**config.mk**
```make
export PLATFORM = sky130hd
export DESIGN_NAME = digital_gain_top
export DESIGN_NICKNAME = d
export VERILOG_FILES = /design/src/gain_regs_pkg.sv /design/src/gain_sample_pkg.sv /design/src/gain_ctrl.sv /design/src/gain_mult.sv /design/src/gain_clip.sv /design/src/digital_gain_top.sv
export SDC_FILE = /design/constraint.sdc
export NUM_CORES = 2
export LEC_CHECK = 0
export BUFFER_PORTS_ARGS = -buffer_cell sky130_fd_sc_hd__buf_2
export CORE_MARGIN = 4
export CORE_UTILIZATION = 40
export DETAILED_ROUTE_END_ITERATION = 10
export SLEW_MARGIN = 20
export SYNTH_ARGS = -nofsm -noshare
export SYNTH_HDL_FRONTEND = slang
export SYNTH_SLANG_ARGS = --single-unit
export TNS_END_PERCENT = 20
```
**constraint.sdc**
```tcl
create_clock -name ce_clk -period 8.5 [get_ports ce_clk]
set_input_delay 0.85 -clock ce_clk [delete_from_list [all_inputs] [get_ports ce_clk]]
set_output_delay 0.85 -clock ce_clk [all_outputs]
set_load 0.005 [all_outputs]
```
**src/gain_regs_pkg.sv**
```systemverilog
`default_nettype none

package gain_regs_pkg;

  //////////////////////////////////////////////////
  // Wishbone bus widths
  //////////////////////////////////////////////////

  // Word address
  localparam int WB_ADDR_W = 4;
  localparam int WB_DATA_W = 32;

  //////////////////////////////////////////////////
  // Register map
  //////////////////////////////////////////////////

  localparam logic [WB_ADDR_W-1:0] REG_GAIN  = 4'd0;
  localparam logic [WB_ADDR_W-1:0] REG_CTRL  = 4'd1;
  localparam logic [WB_ADDR_W-1:0] REG_COUNT = 4'd2;

  // Field layout
  localparam int GAIN_FIELD_W   = 16;
  localparam int CTRL_CLEAR_BIT = 0;
  localparam int COUNT_W        = 32;

  // Unity gain with 11 fraction bits
  localparam logic [GAIN_FIELD_W-1:0] GAIN_RESET = 16'd2048;

  localparam logic [WB_DATA_W-1:0] RB_UNMAPPED = 32'h0BADC0DE;

endpackage

`default_nettype wire

```
**src/gain_sample_pkg.sv**
```systemverilog
`default_nettype none

package gain_sample_pkg;

  //////////////////////////////////////////////////
  // Sample and product widths
  //////////////////////////////////////////////////

  // One I or Q part, two of them per stream word
  localparam int SAMPLE_W = 16;
  localparam int GAIN_W   = 16;

  // Full signed product of part and gain
  localparam int PROD_W = SAMPLE_W + GAIN_W;

  // Arithmetic right shift applied to each product
  localparam int FRAC_BITS = 11;

  //////////////////////////////////////////////////
  // Saturation limits
  //////////////////////////////////////////////////

  // 32767
  localparam logic signed [SAMPLE_W-1:0] SAT_MAX = {1'b0, {(SAMPLE_W-1){1'b1}}};
  // -32768
  localparam logic signed [SAMPLE_W-1:0] SAT_MIN = {1'b1, {(SAMPLE_W-1){1'b0}}};

endpackage

`default_nettype wire

```
**src/gain_ctrl.sv**
```systemverilog
`default_nettype none

module gain_ctrl (
  input  wire logic                                        ce_clk,
  input  wire logic                                        i_arst_n,
  // Wishbone classic slave
  input  wire logic                                        i_wb_cyc,
  input  wire logic                                        i_wb_stb,
  input  wire logic                                        i_wb_we,
  input  wire logic        [gain_regs_pkg::WB_ADDR_W-1:0]  i_wb_adr,
  input  wire logic        [gain_regs_pkg::WB_DATA_W-1:0]  i_wb_dat,
  output logic             [gain_regs_pkg::WB_DATA_W-1:0]  o_wb_dat,
  output logic                                             o_wb_ack,
  // Output stream handshake
  input  wire logic                                        i_out_valid,
  input  wire logic                                        i_out_ready,
  // To the datapath
  output logic signed      [gain_sample_pkg::GAIN_W-1:0]   o_gain,
  output logic                                             o_clear
);

  logic                                wb_hit;
  logic                                wb_wr;
  logic                                clear_req;
  logic [gain_regs_pkg::COUNT_W-1:0]   count;

  //////////////////////////////////////////////////
  // Bus decode
  //////////////////////////////////////////////////

  // New access only when ack is not already up
  assign wb_hit = i_wb_cyc && i_wb_stb && !o_wb_ack;
  assign wb_wr  = wb_hit && i_wb_we;

  always_ff @(posedge ce_clk or negedge i_arst_n) begin
    if (!i_arst_n) begin
      o_wb_ack <= 1'b0;
    end else begin
      o_wb_ack <= wb_hit;
    end
  end

  //////////////////////////////////////////////////
  // Registers
  //////////////////////////////////////////////////

  always_ff @(posedge ce_clk or negedge i_arst_n) begin
    if (!i_arst_n) begin
      o_gain <= gain_regs_pkg::GAIN_RESET;
    end else if (wb_wr && (i_wb_adr == gain_regs_pkg::REG_GAIN)) begin
      o_gain <= i_wb_dat[gain_regs_pkg::GAIN_FIELD_W-1:0];
    end
  end

  // CLEAR write becomes a pulse one cycle after its ack
  always_ff @(posedge ce_clk or negedge i_arst_n) begin
    if (!i_arst_n) begin
      clear_req <= 1'b0;
      o_clear   <= 1'b0;
    end else begin
      clear_req <= wb_wr && (i_wb_adr == gain_regs_pkg::REG_CTRL) &&
                   i_wb_dat[gain_regs_pkg::CTRL_CLEAR_BIT];
      o_clear   <= clear_req;
    end
  end

  // Output transfer counter
  always_ff @(posedge ce_clk or negedge i_arst_n) begin
    if (!i_arst_n) begin
      count <= '0;
    end else if (o_clear) begin
      count <= '0;
    end else if (i_out_valid && i_out_ready) begin
      count <= count + 1'b1;
    end
  end

  // Read data held for the ack cycle
  always_ff @(posedge ce_clk) begin
    if (wb_hit) begin
      case (i_wb_adr)
        gain_regs_pkg::REG_GAIN:
          o_wb_dat <= {{(gain_regs_pkg::WB_DATA_W-gain_regs_pkg::GAIN_FIELD_W){1'b0}}, o_gain};
        gain_regs_pkg::REG_CTRL:  o_wb_dat <= '0;
        gain_regs_pkg::REG_COUNT: o_wb_dat <= count;
        default:                  o_wb_dat <= gain_regs_pkg::RB_UNMAPPED;
      endcase
    end
  end

  //////////////////////////////////////////////////
  // Bus protocol checks
  //////////////////////////////////////////////////

  a_ack_after_req: assert property (@(posedge ce_clk) disable iff (!i_arst_n)
    o_wb_ack |-> $past(i_wb_cyc && i_wb_stb));

  a_ack_single: assert property (@(posedge ce_clk) disable iff (!i_arst_n)
    o_wb_ack |=> !o_wb_ack);

endmodule

`default_nettype wire

```
**src/gain_mult.sv**
```systemverilog
`default_nettype none

module gain_mult (
  input  wire logic                                          ce_clk,
  input  wire logic                                          i_arst_n,
  input  wire logic signed [gain_sample_pkg::GAIN_W-1:0]     i_gain,
  input  wire logic                                          i_clear,
  // Input stream, I in the upper half
  input  wire logic        [2*gain_sample_pkg::SAMPLE_W-1:0] i_tdata,
  input  wire logic                                          i_tlast,
  input  wire logic                                          i_tvalid,
  output logic                                               o_s_ready,
  // Shifted products, two 32-bit lanes
  output logic             [2*gain_sample_pkg::PROD_W-1:0]   o_tdata,
  output logic                                               o_tlast,
  output logic                                               o_tvalid,
  input  wire logic                                          i_tready
);

  logic                                         advance;

  // Operand stage
  logic signed [gain_sample_pkg::SAMPLE_W-1:0]  op_i;
  logic signed [gain_sample_pkg::SAMPLE_W-1:0]  op_q;
  logic signed [gain_sample_pkg::GAIN_W-1:0]    op_gain;
  logic                                         op_last;
  logic                                         op_valid;

  // Product stage
  logic signed [gain_sample_pkg::PROD_W-1:0]    prod_i;
  logic signed [gain_sample_pkg::PROD_W-1:0]    prod_q;
  logic                                         prod_last;
  logic                                         prod_valid;

  // Shift stage
  logic signed [gain_sample_pkg::PROD_W-1:0]    shr_i;
  logic signed [gain_sample_pkg::PROD_W-1:0]    shr_q;
  logic                                         shr_last;
  logic                                         shr_valid;

  // Whole pipe moves as one while the last stage can drain
  assign advance   = !shr_valid || i_tready;
  assign o_s_ready = advance;

  //////////////////////////////////////////////////
  // Valid chain
  //////////////////////////////////////////////////

  always_ff @(posedge ce_clk or negedge i_arst_n) begin
    if (!i_arst_n) begin
      op_valid   <= 1'b0;
      prod_valid <= 1'b0;
      shr_valid  <= 1'b0;
    end else if (i_clear) begin
      op_valid   <= 1'b0;
      prod_valid <= 1'b0;
      shr_valid  <= 1'b0;
    end else if (advance) begin
      op_valid   <= i_tvalid;
      prod_valid <= op_valid;
      shr_valid  <= prod_valid;
    end
  end

  //////////////////////////////////////////////////
  // Data path
  //////////////////////////////////////////////////

  always_ff @(posedge ce_clk) begin
    if (advance) begin
      // Gain captured with the sample it applies to
      op_i      <= i_tdata[2*gain_sample_pkg::SAMPLE_W-1:gain_sample_pkg::SAMPLE_W];
      op_q      <= i_tdata[gain_sample_pkg::SAMPLE_W-1:0];
      op_gain   <= i_gain;
      op_last   <= i_tlast;

      prod_i    <= op_i * op_gain;
      prod_q    <= op_q * op_gain;
      prod_last <= op_last;

      // Truncates toward minus infinity
      shr_i     <= prod_i >>> gain_sample_pkg::FRAC_BITS;
      shr_q     <= prod_q >>> gain_sample_pkg::FRAC_BITS;
      shr_last  <= prod_last;
    end
  end

  assign o_tdata  = {shr_i, shr_q};
  assign o_tlast  = shr_last;
  assign o_tvalid = shr_valid;

  // Held output survives a stall
  a_hold_stall: assert property (@(posedge ce_clk) disable iff (!i_arst_n)
    (o_tvalid && !i_tready && !i_clear) |=>
      (o_tvalid && $stable(o_tdata) && $stable(o_tlast)));

endmodule

`default_nettype wire

```
**src/gain_clip.sv**
```systemverilog
`default_nettype none

module gain_clip (
  input  wire logic                                          ce_clk,
  input  wire logic                                          i_arst_n,
  input  wire logic                                          i_clear,
  // Two 32-bit lanes, I in the upper half
  input  wire logic        [2*gain_sample_pkg::PROD_W-1:0]   i_tdata,
  input  wire logic                                          i_tlast,
  input  wire logic                                          i_tvalid,
  output logic                                               o_tready,
  // Packed 16-bit I and Q
  output logic             [2*gain_sample_pkg::SAMPLE_W-1:0] o_tdata,
  output logic                                               o_tlast,
  output logic                                               o_tvalid,
  input  wire logic                                          i_tready
);

  logic                                        advance;
  logic        [2*gain_sample_pkg::SAMPLE_W-1:0] clip_word;

  // Clamp one lane into the 16-bit signed range
  function automatic logic [gain_sample_pkg::SAMPLE_W-1:0] sat_lane(
    input logic signed [gain_sample_pkg::PROD_W-1:0] lane
  );
    logic [gain_sample_pkg::SAMPLE_W-1:0] result;
    if (lane > gain_sample_pkg::SAT_MAX) begin
      result = gain_sample_pkg::SAT_MAX;
    end else if (lane < gain_sample_pkg::SAT_MIN) begin
      result = gain_sample_pkg::SAT_MIN;
    end else begin
      result = lane[gain_sample_pkg::SAMPLE_W-1:0];
    end
    return result;
  endfunction

  assign clip_word = {
    sat_lane(i_tdata[2*gain_sample_pkg::PROD_W-1:gain_sample_pkg::PROD_W]),
    sat_lane(i_tdata[gain_sample_pkg::PROD_W-1:0])
  };

  // Same stall rule as the multiplier
  assign advance  = !o_tvalid || i_tready;
  assign o_tready = advance;

  always_ff @(posedge ce_clk or negedge i_arst_n) begin
    if (!i_arst_n) begin
      o_tvalid <= 1'b0;
    end else if (i_clear) begin
      o_tvalid <= 1'b0;
    end else if (advance) begin
      o_tvalid <= i_tvalid;
    end
  end

  always_ff @(posedge ce_clk) begin
    if (advance) begin
      o_tdata <= clip_word;
      o_tlast <= i_tlast;
    end
  end

  a_out_stable: assert property (@(posedge ce_clk) disable iff (!i_arst_n)
    (o_tvalid && !i_tready && !i_clear) |=>
      (o_tvalid && $stable(o_tdata) && $stable(o_tlast)));

endmodule

`default_nettype wire

```
**src/digital_gain_top.sv**
```systemverilog
`default_nettype none

module digital_gain_top (
  input  wire logic                                          ce_clk,
  input  wire logic                                          i_arst_n,
  // Wishbone classic slave
  input  wire logic                                          i_wb_cyc,
  input  wire logic                                          i_wb_stb,
  input  wire logic                                          i_wb_we,
  input  wire logic        [gain_regs_pkg::WB_ADDR_W-1:0]    i_wb_adr,
  input  wire logic        [gain_regs_pkg::WB_DATA_W-1:0]    i_wb_dat,
  output logic             [gain_regs_pkg::WB_DATA_W-1:0]    o_wb_dat,
  output logic                                               o_wb_ack,
  // Stream input
  input  wire logic        [2*gain_sample_pkg::SAMPLE_W-1:0] i_s_tdata,
  input  wire logic                                          i_s_tlast,
  input  wire logic                                          i_s_tvalid,
  output logic                                               o_s_tready,
  // Stream output
  output logic             [2*gain_sample_pkg::SAMPLE_W-1:0] o_m_tdata,
  output logic                                               o_m_tlast,
  output logic                                               o_m_tvalid,
  input  wire logic                                          i_m_tready
);

  logic signed [gain_sample_pkg::GAIN_W-1:0]     gain_value;
  logic                                          clear_pulse;

  // Multiplier to clip stage
  logic        [2*gain_sample_pkg::PROD_W-1:0]   mult_tdata;
  logic                                          mult_tlast;
  logic                                          mult_tvalid;
  logic                                          mult_tready;

  //////////////////////////////////////////////////
  // Register bank
  //////////////////////////////////////////////////

  gain_ctrl u_ctrl (
    .ce_clk      (ce_clk),
    .i_arst_n    (i_arst_n),
    .i_wb_cyc    (i_wb_cyc),
    .i_wb_stb    (i_wb_stb),
    .i_wb_we     (i_wb_we),
    .i_wb_adr    (i_wb_adr),
    .i_wb_dat    (i_wb_dat),
    .o_wb_dat    (o_wb_dat),
    .o_wb_ack    (o_wb_ack),
    .i_out_valid (o_m_tvalid),
    .i_out_ready (i_m_tready),
    .o_gain      (gain_value),
    .o_clear     (clear_pulse)
  );

  //////////////////////////////////////////////////
  // Datapath
  //////////////////////////////////////////////////

  gain_mult u_mult (
    .ce_clk    (ce_clk),
    .i_arst_n  (i_arst_n),
    .i_gain    (gain_value),
    .i_clear   (clear_pulse),
    .i_tdata   (i_s_tdata),
    .i_tlast   (i_s_tlast),
    .i_tvalid  (i_s_tvalid),
    .o_s_ready (o_s_tready),
    .o_tdata   (mult_tdata),
    .o_tlast   (mult_tlast),
    .o_tvalid  (mult_tvalid),
    .i_tready  (mult_tready)
  );

  gain_clip u_clip (
    .ce_clk   (ce_clk),
    .i_arst_n (i_arst_n),
    .i_clear  (clear_pulse),
    .i_tdata  (mult_tdata),
    .i_tlast  (mult_tlast),
    .i_tvalid (mult_tvalid),
    .o_tready (mult_tready),
    .o_tdata  (o_m_tdata),
    .o_tlast  (o_m_tlast),
    .o_tvalid (o_m_tvalid),
    .i_tready (i_m_tready)
  );

endmodule

`default_nettype wire

```
**After elaboration in Yosys (flattened, before gate mapping)**

Index checks and enable logic that the tools add are counted.

- Register bits after elaboration: 277
- Output and inout port bits: 68
- Input port bits: 76

- Multiply operators: 2
- Equal/unequal tests: 2
- Add/subtract/negate cells: 1
- Magnitude comparators: 4
- Reduce and logical (&&, ||, !) cells: 16
- Muxes and demuxes: 13

Operators with widths:

| operator | count |
|---|---|
| $pmux 32 s3 | 1 |
| $mul 16x16->32 | 2 |
| $mux 32 | 2 |
| $gt 21x16->1 const B | 2 |
| $lt 21x16->1 const B | 2 |
| $add 32x1->32 const B | 1 |
| $mux 16 | 2 |
| $mux 1 | 8 |
| $logic_and 1x1->1 | 7 |
| $reduce_bool 2->1 | 3 |
| $eq 4x1->1 const B | 1 |
| $eq 4x2->1 const B | 1 |
| $logic_not 4->1 | 1 |
| $logic_not 1->1 | 3 |
| $logic_or 1x1->1 | 2 |

**Longest topological paths before layout**

- Depth after elaboration: 5
- Gate-level depth with buffers: 24

**Hierarchy**

A second synthesis with hierarchy kept.

- Cell total of the unflattened synthesis: 2663
- Area, all modules: 28691.3 um^2

Modules (own cells, without submodules):

| module | area each (um^2) | seq. area each (um^2) | cells an instance | instances |
|---|---|---|---|---|
| gain_mult | 23364.9 | 4129.0 | 2237 | 1 |
| gain_ctrl | 3844.9 | 2238.4 | 333 | 1 |
| gain_clip | 1481.4 | 1016.0 | 93 | 1 |

**Worst setup path before layout**

No wires, ideal clock.

- Path kind: register to register
- Start point: register u_mult.op_q[15] in the netlist's numbering
- End point: register u_mult.prod_q[31] in the netlist's numbering, data pin
- Period minus slack after synthesis: 6.016 ns
- Buffers on the path: 1
- Cell stages (with the launch flop): 19
- Library setup time: 0.260 ns
- Arrival time: 5.756 ns
- Path slack: 2.484 ns
- Path through: edfxtp_1 -> clkbuf_1 -> nand2_1 -> fa_1 -> inv_1 -> fa_1 -> fa_1 -> fa_1 -> fa_1 -> fa_1 -> ha_1 -> a21o_1 -> a21o_1 -> a21o_1 -> a21oi_1 -> o21ai_0 -> a311oi_2 -> o21ai_1 -> xnor2_1

- Longest elaborated chain between the ends: 1

Ends and longest elaborated chain:

| what | RTL line | source |
|---|---|---|
| from (decl) | gain_mult.sv:24 | `logic signed [gain_sample_pkg::SAMPLE_W-1:0] op_q;` |
| from (signal assigned) | gain_mult.sv:73 | `op_q <= i_tdata[gain_sample_pkg::SAMPLE_W-1:0];` |
| $mul 16x16->32 | gain_mult.sv:78 | `prod_q <= op_q * op_gain;` |
| to (signal assigned) | gain_mult.sv:78 |  |
| to (decl) | gain_mult.sv:31 | `logic signed [gain_sample_pkg::PROD_W-1:0] prod_q;` |

No other way between the ends.
A chain may end at the register's enable or synchronous reset.

**Final worst setup path**

- Start point: register u_mult.op_gain[2] in the netlist's numbering
- End point: register u_mult.prod_i[30] in the netlist's numbering, data pin

- Longest elaborated chain between the ends: 1

Ends and longest elaborated chain:

| what | RTL line | source |
|---|---|---|
| from (decl) | gain_mult.sv:25 | `logic signed [gain_sample_pkg::GAIN_W-1:0] op_gain;` |
| from (signal assigned) | gain_mult.sv:74 | `op_gain <= i_gain;` |
| $mul 16x16->32 | gain_mult.sv:77 | `prod_i <= op_i * op_gain;` |
| to (signal assigned) | gain_mult.sv:77 |  |
| to (decl) | gain_mult.sv:30 | `logic signed [gain_sample_pkg::PROD_W-1:0] prod_i;` |

No other way between the ends.

==> out/results.ini <==
[route]
wire_per_inst_um = 16.2
met2RoutedLength_um = 29000
vias = 18089
drt_iter0_drc = 782
drt_first_pass_iters = 5
drc = 0
top_layer_used = met5
wl_met1_um = 26300
drt-total-wl_um = 59700
met3_length_um = 2680
viasPerCell = 4.91
ant_nets = 0

[logic_synthesis]
synthesis.area_um2 = 28100
synth_edf_count = 200
yosysSeqAreaShare_pct = 26.3
synth-async-reset-ratio_pct = 21.6
ys.flop_type = edfxtp_1
synth_compound_area_share_pct = 3.88
synth_top_family_by_area = adder cells
synthMuxAreaShare_pct = 0.961
yosys.area_share.simple_pct = 13.0
synthesis.nets = 3400
synth_fa_ha_area_share_pct = 44.2
yosys_warnings = 0
synth_xor_area_share_pct = 2.46
syn_avg_cell_area_um2 = 10.6
ys_ff_latch = 255
netlist_instances = 2643
yosysUniqueCellTypes = 55

[cts]
ctsRootBufferMaster = clkbuf_16
cts_resized = 0
cts_setup_buffers = 0
cts_inserted_buffers = 30
cts_tree = built
cts_sinks = 255
insertion_delay_ns = 0.61
clockBufferDepth = 3
postCtsHoldBufs = 0
htree_levels = 1
clk_pin_slew_ns = 0.07

[sta]
rsz0062_at_grt = no
fin_setup_tns_ns = 0
drv_slew = 0
fin_skew_ns = 0.0331
tightest_slew_ns = 0.941
fin_crit_ns = 7.12
fmaxAchievable_mhz = 140
finalSetupViolCount = 0
hold_viol_final = 0
fin_crit_sh_pct = 83.8
relSlewSlack_pct = 37.3

[placement]
hpwlAfterDp_um = 46400
gp_congestion = 0.826
port_buffers = 127

[outcome]
status = finished, final reports clean

[setup_path]
endpoint_kind = flip-flop
crit_path_start = u_mult.op_gain[2]
slowest_stage = edfxtp_1
crit_path_frequent_cell = fa_1
rr_startpoint = u_mult.op_gain[2]
cp-start-kind = flip-flop
crit_fanout = 17
cpPeakStageDelay_ns = 0.91
required_ns = 8.85
crit_path_cell_trace = buf_4, nand2_1, inv_1, fa_1, fa_1, inv_1, fa_1, fa_1, fa_1, fa_1, inv_1, ha_1, nand4_1, o31a_1, o22ai_1, o41ai_2, o21bai_1, xor2_1
arrival_ns = 7.47
crit_type = flip-flop to flip-flop

[final_layout]
seqCellArea_um2 = 7380
nFillCells = 6589
nNetsFinal = 3484
drive_gt1_share_pct = 8.36
area_growth_pct = 9.28
multi_input_area_um2 = 18200

[die]
io-pin-count = 144
die_h_um = 273
initial_core_util_pct = 40.6
rows = 96
coreArea_um2 = 69200
dieArea_um2 = 74600
die_x_um = 273

[grt]
antenna_found_initial = 6
grt_max_degree = 67
grt_pass1_vias = 20202
grt_use_total_pct = 16.7
grt.overflow.total = 0
grt_pass1_wl_um = 101000

[min_path]
min_path_type = input port to async pin

[run]
max_cap_violations = 0

path summary, 6_finish.rpt:
kind	end	slack (ns)	cells after the start
min in group ce_clk	u_ctrl.o_clear	0.38	0
worst min-delay path	u_ctrl.clear_req	0.38	2
max in group asynchronous	u_ctrl.o_clear	7.60	2
worst max register to register	u_mult.prod_i[30]	1.38	18
worst max-delay path	u_mult.prod_i[30]	1.38	18
worst min register to register	u_ctrl.o_clear	0.38	0
cell usage after synthesis (2+ instances only):
library cell | number | area (µm²)
a211oi_1 | 3 | 22.5
a21boi_0 | 2 | 15.0
a21o_1 | 42 | 315
a21oi_1 | 43 | 215
a221oi_1 | 2 | 17.5
a311o_1 | 2 | 20.0
a311oi_2 | 2 | 30.0
and2_1 | 242 | 1510
and3_1 | 15 | 93.8
and4_1 | 4 | 35.0
buf_2 | 2 | 10.0
clkbuf_1 | 95 | 357
dfrtp_1 | 54 | 1350
edfxtp_1 | 200 | 6010
fa_1 | 522 | 10500
ha_1 | 159 | 1990
inv_1 | 590 | 2210
mux2_2 | 16 | 180
mux2i_1 | 9 | 90.1
nand2_1 | 284 | 1070
nand2b_1 | 11 | 68.8
nand3_1 | 29 | 145
nand4_1 | 11 | 68.8
nor2_1 | 124 | 465
nor2b_1 | 8 | 50.1
nor3_1 | 16 | 80.1
nor4_1 | 2 | 12.5
o2111ai_1 | 2 | 17.5
o211ai_1 | 2 | 15.0
o21a_1 | 9 | 67.6
o21ai_0 | 28 | 140
o21ai_1 | 4 | 20.0
o221ai_1 | 2 | 17.5
o31a_1 | 3 | 26.3
or3_1 | 6 | 37.5
or4_1 | 2 | 15.0
xnor2_1 | 51 | 447
xor2_1 | 28 | 245
stage by stage:
stage                     setup WS [ns]  area, µm²  utilization, %  cells  hold WS (ns)
after detailed placement           1.48      29800            43.0   3625         0.340
after floorplan                    2.48      28100               -   2643         0.331
after CTS                          1.45      30700            44.4   3680         0.377
after global placement             1.48      29700            42.9   3623         0.333
after global routing               1.08      30700            44.4   3681         0.382
final                              1.38      30700            44.4   3684         0.379
area by class of cell:
| class | count | area share [%] |
|---|---|---|
| sequential | 255 | 24.0 |
| inverter | 590 | 7.21 |
| multi-input combinational | 1700 | 59.2 |
| antenna | 3 | 0.0244 |
| timing repair buffer | 150 | 2.70 |
| clock inverter | 19 | 0.554 |
| clock buffer | 36 | 2.52 |
| tap | 931 | 3.79 |
kinds of logic (layout without fill, tap and decap cells):
family	count (synthesis)	after routing
AO/OA/AOI/OAI	160	160
XOR/XNOR	79	79
adder cells (fa/ha/maj)	681	681
buffers and inverters	688	795
flip-flops	255	255
multiplexers	25	25
other	0	3
AND/OR/NAND/NOR	755	755
sequential cells by signal, indices dropped and copies added, names as in the netlist, 21 cells and up:
signal and cells:
u_clip.o_tdata 32, u_ctrl.o_wb_dat 32, u_mult.shr_q 21, u_mult.shr_i 21
u_mult.prod_i 21, u_mult.prod_q 21, u_ctrl.count 32
per-layer routing:
| metal | track usage [%] | vias up |
|---|---|---|
| li1 | - | 8169 |
| met1 | 22.5 | 9466 |
| met2 | 28.3 | 360 |
| met3 | 2.73 | 88 |
| met4 | 4.18 | 6 |
| met5 | 0 | - |
cell usage in the layout, fill, tap and decap left out, drive strengths merged, types with 3 or more instances in the layout:
master	Yosys	final
a21o	42	42
nor3	17	17
clkinv	0	10
o31a	3	3
nor2b	8	8
o21a	9	9
a211oi	3	3
buf	3	150
diode	0	3
ha	159	159
and4	4	4
a221oi	3	3
a21oi	45	45
clkbuf	95	36
dfrtp	54	54
inv	590	596
nand2b	11	11
mux2i	9	9
mux2	16	16
nor2	124	124
edfxtp	200	200
xnor2	51	51
and3	15	15
fa	522	522
a21boi	3	3
and2	242	242
or3	6	6
nand2	284	284
o21ai	32	32
xor2	28	28
nand3	29	29
nand4	11	11
a311oi	3	3
critical path, delay by kind of cell, from the launching register on:
family / cells / cell delay (ns)
simple gates: 2 / 0.27
compound gates: 4 / 1.17
flops: 1 / 0.91
buf+inv: 4 / 0.75
xor+xnor: 1 / 0.08
fa+ha+maj: 7 / 3.67
Power is not shown: default switching activity piles up to over one toggle a cycle in this logic, so the estimate is an artifact.
